### src/raster_pkg.sv
`default_nettype none

package raster_pkg;

    ////////////////////////////////////////
    // Screen
    ////////////////////////////////////////

    localparam int screen_w = 640;
    localparam int screen_h = 480;

    ////////////////////////////////////////
    // Coordinates and edge arithmetic
    ////////////////////////////////////////

    typedef logic [9:0] x_t;
    typedef logic [8:0] y_t;

    // Difference of two vertex coordinates
    typedef logic signed [10:0] coord_t;

    // Room for a product of two coord_t plus one more
    typedef logic signed [23:0] edge_t;

    ////////////////////////////////////////
    // Colour and FIFO word
    ////////////////////////////////////////

    typedef logic [15:0] rgb_t;

    // {line, column, colour}
    typedef logic [34:0] pixel_t;

    // Line 511 is off screen, so this is never a pixel
    localparam pixel_t flush_word = '1;

    typedef enum logic [1:0] {
        idle,
        setup,
        row,
        span
    } scan_state_t;

endpackage

`default_nettype wire

### src/tri_bbox.sv
`timescale 1ns/1ps
`default_nettype none

module tri_bbox (
    input  wire raster_pkg::x_t x1,
    input  wire raster_pkg::x_t x2,
    input  wire raster_pkg::x_t x3,
    input  wire raster_pkg::y_t y1,
    input  wire raster_pkg::y_t y2,
    input  wire raster_pkg::y_t y3,
    output raster_pkg::x_t      min_x,
    output raster_pkg::x_t      max_x,
    output raster_pkg::y_t      min_y,
    output raster_pkg::y_t      max_y,
    output logic                empty
);
    import raster_pkg::*;

    localparam x_t last_x = x_t'(screen_w - 1);
    localparam y_t last_y = y_t'(screen_h - 1);

    x_t lo_x;
    x_t hi_x;
    y_t lo_y;
    y_t hi_y;

    // Three-way min and max per axis
    always_comb
    begin
        lo_x = x1;
        hi_x = x1;
        lo_y = y1;
        hi_y = y1;
        if (x2 < lo_x) lo_x = x2;
        if (x3 < lo_x) lo_x = x3;
        if (x2 > hi_x) hi_x = x2;
        if (x3 > hi_x) hi_x = x3;
        if (y2 < lo_y) lo_y = y2;
        if (y3 < lo_y) lo_y = y3;
        if (y2 > hi_y) hi_y = y2;
        if (y3 > hi_y) hi_y = y3;
    end

    assign min_x = lo_x;
    assign min_y = lo_y;

    // Clip to the last visible column and line
    assign max_x = (hi_x > last_x) ? last_x : hi_x;
    assign max_y = (hi_y > last_y) ? last_y : hi_y;

    // No area left once the minimum is off screen
    assign empty = (lo_x > last_x) || (lo_y > last_y);

endmodule

`default_nettype wire

### src/edge_setup.sv
`timescale 1ns/1ps
`default_nettype none

module edge_setup (
    input  wire                   clk,
    input  wire                   rst_n,
    input  wire                   load,
    input  wire raster_pkg::x_t   v1_x,
    input  wire raster_pkg::y_t   v1_y,
    input  wire raster_pkg::x_t   v2_x,
    input  wire raster_pkg::y_t   v2_y,
    input  wire raster_pkg::x_t   v3_x,
    input  wire raster_pkg::y_t   v3_y,
    input  wire raster_pkg::rgb_t tri_color,
    output raster_pkg::x_t        min_x,
    output raster_pkg::x_t        max_x,
    output raster_pkg::y_t        min_y,
    output raster_pkg::y_t        max_y,
    output logic                  empty,
    output raster_pkg::edge_t     e1_init,
    output raster_pkg::edge_t     e2_init,
    output raster_pkg::edge_t     e3_init,
    output raster_pkg::edge_t     e1_dx,
    output raster_pkg::edge_t     e2_dx,
    output raster_pkg::edge_t     e3_dx,
    output raster_pkg::edge_t     e1_dy,
    output raster_pkg::edge_t     e2_dy,
    output raster_pkg::edge_t     e3_dy,
    output raster_pkg::rgb_t      color
);
    import raster_pkg::*;

    x_t x1;
    x_t x2;
    x_t x3;
    y_t y1;
    y_t y2;
    y_t y3;

    function automatic coord_t sub_x(x_t a, x_t b);
        return coord_t'({1'b0, a}) - coord_t'({1'b0, b});
    endfunction

    function automatic coord_t sub_y(y_t a, y_t b);
        return coord_t'({2'b00, a}) - coord_t'({2'b00, b});
    endfunction

    // ex * (y - yi) - ey * (x - xi)
    function automatic edge_t corner(coord_t ex, coord_t ey, coord_t ox, coord_t oy);
        return edge_t'(ex) * edge_t'(oy) - edge_t'(ey) * edge_t'(ox);
    endfunction

    always_ff @(posedge clk)
    begin
        if (!rst_n)
        begin
            x1    <= '0;
            x2    <= '0;
            x3    <= '0;
            y1    <= '0;
            y2    <= '0;
            y3    <= '0;
            color <= '0;
        end
        else if (load)
        begin
            x1    <= v1_x;
            x2    <= v2_x;
            x3    <= v3_x;
            y1    <= v1_y;
            y2    <= v2_y;
            y3    <= v3_y;
            color <= tri_color;
        end
    end

    tri_bbox u_bbox (
        .x1    (x1),
        .x2    (x2),
        .x3    (x3),
        .y1    (y1),
        .y2    (y2),
        .y3    (y3),
        .min_x (min_x),
        .max_x (max_x),
        .min_y (min_y),
        .max_y (max_y),
        .empty (empty)
    );

    ////////////////////////////////////////
    // Edges 1->2, 2->3, 3->1
    ////////////////////////////////////////

    // Column step subtracts the y span, line step adds the x span
    assign e1_dx = edge_t'(sub_y(y2, y1));
    assign e2_dx = edge_t'(sub_y(y3, y2));
    assign e3_dx = edge_t'(sub_y(y1, y3));
    assign e1_dy = edge_t'(sub_x(x2, x1));
    assign e2_dy = edge_t'(sub_x(x3, x2));
    assign e3_dy = edge_t'(sub_x(x1, x3));

    assign e1_init = corner(sub_x(x2, x1), sub_y(y2, y1), sub_x(min_x, x1), sub_y(min_y, y1));
    assign e2_init = corner(sub_x(x3, x2), sub_y(y3, y2), sub_x(min_x, x2), sub_y(min_y, y2));
    assign e3_init = corner(sub_x(x1, x3), sub_y(y1, y3), sub_x(min_x, x3), sub_y(min_y, y3));

endmodule

`default_nettype wire

### src/raster_scan.sv
`timescale 1ns/1ps
`default_nettype none

module raster_scan (
    input  wire                    clk,
    input  wire                    rst_n,
    input  wire                    tri_valid,
    input  wire                    flush,
    input  wire                    full,
    input  wire raster_pkg::x_t    min_x,
    input  wire raster_pkg::x_t    max_x,
    input  wire raster_pkg::y_t    min_y,
    input  wire raster_pkg::y_t    max_y,
    input  wire                    empty,
    input  wire raster_pkg::edge_t e1_init,
    input  wire raster_pkg::edge_t e2_init,
    input  wire raster_pkg::edge_t e3_init,
    input  wire raster_pkg::edge_t e1_dx,
    input  wire raster_pkg::edge_t e2_dx,
    input  wire raster_pkg::edge_t e3_dx,
    input  wire raster_pkg::edge_t e1_dy,
    input  wire raster_pkg::edge_t e2_dy,
    input  wire raster_pkg::edge_t e3_dy,
    input  wire raster_pkg::rgb_t  color,
    output logic                   load,
    output logic                   raster_ready,
    output logic                   wr_en,
    output raster_pkg::pixel_t     wr_data
);
    import raster_pkg::*;

    scan_state_t state;

    x_t    cnt_x;
    y_t    cnt_y;
    edge_t init_v [3];
    edge_t dx_v [3];
    edge_t dy_v [3];
    edge_t row_e [3];
    edge_t run_e [3];
    logic  covered;
    logic  last_col;
    logic  row_done;

    assign init_v = '{e1_init, e2_init, e3_init};
    assign dx_v   = '{e1_dx, e2_dx, e3_dx};
    assign dy_v   = '{e1_dy, e2_dy, e3_dy};

    assign load     = raster_ready && tri_valid;
    assign covered  = (run_e[0] >= 0) && (run_e[1] >= 0) && (run_e[2] >= 0);
    assign last_col = (cnt_x == max_x);
    assign row_done = empty || (cnt_y > max_y);

    ////////////////////////////////////////
    // Control and FIFO write port
    ////////////////////////////////////////

    always_ff @(posedge clk)
    begin
        if (!rst_n)
        begin
            state        <= idle;
            raster_ready <= 1'b1;
            wr_en        <= 1'b0;
            wr_data      <= '0;
        end
        else
        begin
            case (state)
                idle:
                begin
                    if (wr_en)
                    begin
                        // Flush word held until the FIFO takes it
                        if (!full)
                        begin
                            wr_en        <= 1'b0;
                            raster_ready <= 1'b1;
                        end
                    end
                    else if (load)
                    begin
                        raster_ready <= 1'b0;
                        state        <= setup;
                    end
                    else if (raster_ready && flush)
                    begin
                        wr_en        <= 1'b1;
                        wr_data      <= flush_word;
                        raster_ready <= 1'b0;
                    end
                end
                setup:
                begin
                    if (!full)
                        state <= row;
                end
                row:
                begin
                    if (!full)
                    begin
                        wr_en <= 1'b0;
                        if (row_done)
                        begin
                            raster_ready <= 1'b1;
                            state        <= idle;
                        end
                        else
                            state <= span;
                    end
                end
                span:
                begin
                    // Any stall freezes the current word and the column
                    if (!full)
                    begin
                        wr_en <= covered;
                        if (covered)
                            wr_data <= pixel_t'({cnt_y, cnt_x, color});
                        if (last_col)
                            state <= row;
                    end
                end
                default:
                    state <= idle;
            endcase
        end
    end

    ////////////////////////////////////////
    // Counters and edge walkers
    ////////////////////////////////////////

    always_ff @(posedge clk)
    begin
        if (!full)
        begin
            case (state)
                setup:
                begin
                    row_e <= init_v;
                    cnt_y <= min_y;
                end
                row:
                begin
                    run_e <= row_e;
                    cnt_x <= min_x;
                    for (int k = 0; k < 3; k++)
                        row_e[k] <= row_e[k] + dy_v[k];
                end
                span:
                begin
                    for (int k = 0; k < 3; k++)
                        run_e[k] <= run_e[k] - dx_v[k];
                    if (last_col)
                        cnt_y <= cnt_y + 1'b1;
                    else
                        cnt_x <= cnt_x + 1'b1;
                end
                default:
                begin
                end
            endcase
        end
    end

endmodule

`default_nettype wire

### src/rasterizer_top.sv
`timescale 1ns/1ps
`default_nettype none

module rasterizer_top (
    input  wire                   clk,
    input  wire                   rst_n,
    input  wire                   tri_valid,
    input  wire raster_pkg::x_t   v1_x,
    input  wire raster_pkg::y_t   v1_y,
    input  wire raster_pkg::x_t   v2_x,
    input  wire raster_pkg::y_t   v2_y,
    input  wire raster_pkg::x_t   v3_x,
    input  wire raster_pkg::y_t   v3_y,
    input  wire raster_pkg::rgb_t tri_color,
    input  wire                   flush,
    input  wire                   full,
    output logic                  raster_ready,
    output logic                  wr_en,
    output raster_pkg::pixel_t    wr_data
);
    import raster_pkg::*;

    logic  load;
    x_t    min_x;
    x_t    max_x;
    y_t    min_y;
    y_t    max_y;
    logic  empty;
    edge_t e1_init;
    edge_t e2_init;
    edge_t e3_init;
    edge_t e1_dx;
    edge_t e2_dx;
    edge_t e3_dx;
    edge_t e1_dy;
    edge_t e2_dy;
    edge_t e3_dy;
    rgb_t  color;

    edge_setup u_setup (
        .clk       (clk),
        .rst_n     (rst_n),
        .load      (load),
        .v1_x      (v1_x),
        .v1_y      (v1_y),
        .v2_x      (v2_x),
        .v2_y      (v2_y),
        .v3_x      (v3_x),
        .v3_y      (v3_y),
        .tri_color (tri_color),
        .min_x     (min_x),
        .max_x     (max_x),
        .min_y     (min_y),
        .max_y     (max_y),
        .empty     (empty),
        .e1_init   (e1_init),
        .e2_init   (e2_init),
        .e3_init   (e3_init),
        .e1_dx     (e1_dx),
        .e2_dx     (e2_dx),
        .e3_dx     (e3_dx),
        .e1_dy     (e1_dy),
        .e2_dy     (e2_dy),
        .e3_dy     (e3_dy),
        .color     (color)
    );

    raster_scan u_scan (
        .clk          (clk),
        .rst_n        (rst_n),
        .tri_valid    (tri_valid),
        .flush        (flush),
        .full         (full),
        .min_x        (min_x),
        .max_x        (max_x),
        .min_y        (min_y),
        .max_y        (max_y),
        .empty        (empty),
        .e1_init      (e1_init),
        .e2_init      (e2_init),
        .e3_init      (e3_init),
        .e1_dx        (e1_dx),
        .e2_dx        (e2_dx),
        .e3_dx        (e3_dx),
        .e1_dy        (e1_dy),
        .e2_dy        (e2_dy),
        .e3_dy        (e3_dy),
        .color        (color),
        .load         (load),
        .raster_ready (raster_ready),
        .wr_en        (wr_en),
        .wr_data      (wr_data)
    );

endmodule

`default_nettype wire

### config.mk
export PLATFORM = sky130hd
export DESIGN_NAME = rasterizer_top
export DESIGN_NICKNAME = d
export VERILOG_FILES = /design/src/raster_pkg.sv /design/src/tri_bbox.sv /design/src/edge_setup.sv /design/src/raster_scan.sv /design/src/rasterizer_top.sv
export SDC_FILE = /design/constraint.sdc
export NUM_CORES = 2
export LEC_CHECK = 0
export BUFFER_PORTS_ARGS = -buffer_cell sky130_fd_sc_hd__buf_2
export CAP_MARGIN = 20
export CORE_ASPECT_RATIO = 0.6
export CORE_MARGIN = 8
export CORE_UTILIZATION = 25
export DETAILED_ROUTE_END_ITERATION = 16
export PLACE_DENSITY_LB_ADDON = 0.05
export SLEW_MARGIN = 20
export SYNTH_ARGS = -nofsm -noshare
export SYNTH_HDL_FRONTEND = slang
export SYNTH_SLANG_ARGS = --single-unit
### constraint.sdc
create_clock -name clk -period 30.2 [get_ports clk]
set_clock_uncertainty 0.15 [all_clocks]
set_input_delay 1.51 -clock clk [delete_from_list [all_inputs] [get_ports clk]]
set_output_delay 1.51 -clock clk [all_outputs]
set_load 0.05 [all_outputs]
==> results.md <==
* Max_cap viols at 0
* Placed wire-length estimate at 168000 um
* Async SR Flop Fraction at 0
* Period utilization at 0.488
* Core footprint at 206000 um2
* Drc violations at 0
* Starting Density at 0.251
* Cell area after synthesis at 51700 um2
* Global-route wire length before repair at 295000 um
* Outcome: complete, no violations
* Worst Setup Start Kind: register
* Placer congestion estimate at 0.853
* DR iter-0 viols at a little under 3000
* DR WL/cell at 22.4 um
* Library cells used by synthesis at 89
* CP max stage cell: a21oi_2
* RSZ-0062 raised after global routing: false
* Row cnt at 129
* Initial antenna violation count at 24
* Ports at 115
* Routed vias/inst at 4.65
* Drt first pass iters at 6
* Worst hold path class: register to register
* Worst-Skew Late Latency at 660 ps
* Worst R2R End: u_scan.row_e[44]
* Largest net degree at the start of global routing at 84
* Detail Route Antenna Nets at 0
* Cells after synthesis at about 6000
* Placed Cells at 8854
* Non-Filler Instances at 8930
* Endpoints failing setup at 0
* Hold EP: u_setup.color[7]
* Endpoints failing hold at 0
* Mean Syn Cell Area at 8.57 um2
* Slack of the worst reg-to-reg path at around 15000 ps
* WHS at around 310 ps
* Max Fclk at 67.8 MHz
* Share of cells above drive strength 1 at 0.0687
* HP Start: u_setup.color[7]
* GRT overflow at 0
* Clock root buffer: clkbuf_16
* Port Buffer Count at 114
* Setup tns final at 0 ps
* Post-CTS Setup Inserts at 0
* Post-cts resize count at 0
* CTS Buf Count at 41
* WHS Path Cells at 2
* Worst slack, placed at approximately 16000 ps
* Rel. slew slack at 0.235
* CP required at just over 30000 ps
* Minimum clock period at 14750 ps
* Post-synthesis to final-layout area growth at 11.4%
* NumNets Final at around 7500
* Number of global-route vias before repair at 41900
* Max Slew Vio Count at 0
* Clock sinks at 275
* Yosys synthesis warning count at 0
* R2R cell count at 55
* Sequential fraction of the synthesis area at 0.138
* Worst Tran Pin Value at 1140 ps
* Syn Nets at ~7400
* Vias at approximately 42000
* Crit Path Class: register to register
* H-tree level count at 2
* CTS hold repair buffers at 0
* CP most frequent cell: a21oi_1
* Clock-pin slew on the worst setup and hold paths at 60 ps
* WP data arrival at 14980 ps
* Critical Path End Type: register
* Clk buf depth at 3
* Final worst slack at 15450 ps
* Worst stage delay on the critical path at 770 ps
* GRT Overall Usage at 0.178
* CTS tree: built
* Flops & latches, synth at between 200 and 300
* Routed WL at between 200000 and 250000 um
* Top FF cell, synth: edfxtp_1
* Worst-path maximum fanout at 21
* R2r startpoint: u_setup.y2[0]
* Die Ht at 368 um
* Die area at between 200000 and 250000 um2
* Number of synthesized flops with an enable pin at ~160
* Chip width at ~600 um
Yosys cell counts (7+ instances only):
cell      count  area share
a211o_1      11      0.0019
a211oi_1     26      0.0038
a21boi_0    111       0.016
a21o_1      107       0.016
a21oi_1     304       0.029
a311oi_1      7      0.0012
a31o_2       12      0.0020
a31oi_1      31      0.0037
and2_1       77      0.0093
and3_1       32      0.0039
buf_1        19      0.0014
clkbuf_1    118      0.0086
clkinv_1      8     0.00058
dfxtp_1     112       0.043
edfxtp_1    163       0.095
fa_1        621        0.24
ha_1        667        0.16
inv_1      1025       0.074
mux2_2       51       0.011
mux2i_1      33      0.0064
nand2_1     655       0.048
nand2b_1     76      0.0092
nand3_1      70      0.0068
nand3b_1     46      0.0067
nand4_1      28      0.0034
nor2_1      473       0.034
nor2b_1     109       0.013
nor3_1       74      0.0072
nor4_1       10      0.0012
o211a_1      43      0.0083
o211ai_1     17      0.0025
o21a_1       46      0.0067
o21ai_0     216       0.021
o21bai_1     52      0.0075
o22ai_1       8     0.00097
o311ai_0      7      0.0012
o31ai_1      31      0.0045
o41ai_1      10      0.0017
or2_2        25      0.0030
or3_1        31      0.0037
or4_1         7      0.0010
xnor2_1     261       0.044
xor2_1      113       0.019
cells by family (layout without fill, tap and decap cells):
group	Yosys count	count (layout)	share of synthesized area
XOR/XNOR	374	374	0.0633
AND/OR/NAND/NOR	1731	1731	0.153
multiplexers	84	84	0.0175
AO/OA/AOI/OAI	1099	1099	0.140
adder cells (fa/ha/maj)	1288	1288	0.402
other	0	5	0
flip-flops	275	275	0.138
buffers and inverters	1182	1323	0.0863
layout make-up:
cell class	count	area (um2)
Inverter	1036	3890
Fill cell	22300	148000
Sequential cell	275	7140
Clock inverter	24	288
Multi-Input combinational cell	4576	40400
Tap cell	2751	3440
Antenna cell	5	12.5
Clock buffer	47	1100
Timing Repair Buffer	216	1360
registers in the layout, summed over array words and instances, names as in the netlist:
register             cells
u_scan.row_e            72
u_scan.run_e            72
u_scan.wr_data          35
u_setup.color           16
u_scan.cnt_x            10
u_setup.x1              10
u_setup.x2              10
u_setup.x3              10
u_scan.cnt_y             9
u_setup.y1               9
u_setup.y2               9
u_setup.y3               9
u_scan.state             2
u_scan.raster_ready      1
u_scan.wr_en             1
per-stage QoR:
stage,util,instance area (um2)
floorplan,-,51700
global placement,0.273,56100
detailed placement,0.273,56200
CTS,0.280,57600
global route,0.280,57600
finish,0.280,57600
metal layers:
metal,track usage,share of wire,vias up
met5,0,0.00017,-
met2,0.219,0.34,899
met4,0.0218,0.012,4
met1,0.305,0.58,20500
li1,-,-,20000
met3,0.0384,0.066,117
critical path: cells and delay by family, from the launching register on:
family	cells	cell delay (ps)
buffers and inverters	7	550
AO/OA/AOI/OAI	26	6930
flip-flops	1	380
AND/OR/NAND/NOR	7	1170
XOR/XNOR	3	510
adder cells (fa/ha/maj)	12	4730
how the worst max path moves through the flow:
stage | slack, ps | endpoint | cells past startpoint | from
2_1_floorplan | 17480 | u_scan.row_e[44] | 56 | u_setup.x1[4]
3_3_place_gp | 15670 | u_scan.row_e[44] | 53 | u_setup.y1[1]
3_5_place_dp | 15530 | u_scan.row_e[44] | 55 | u_setup.y1[0]
4_1_cts | 15470 | u_scan.row_e[44] | 55 | u_setup.y1[0]
5_1_grt | 14570 | u_scan.row_e[46] | 54 | u_setup.y1[1]
6_report | 15450 | u_scan.row_e[44] | 55 | u_setup.y2[0]
layout by cell type, fill, tap and decap left out, drive strengths merged, types with 74 or more instances in the layout:
cell	n
a21oi	306
xor2	113
dfxtp	112
o21ai	219
fa	621
inv	1034
nand2b	76
nand2	655
and2	77
xnor2	261
edfxtp	163
ha	667
buf	216
a21boi	111
nor2	474
a21o	107
nor3	74
nor2b	109
Power is left out: the tool's default activity adds up to more than one toggle a clock period on the data nets, which glitch-free logic cannot reach.
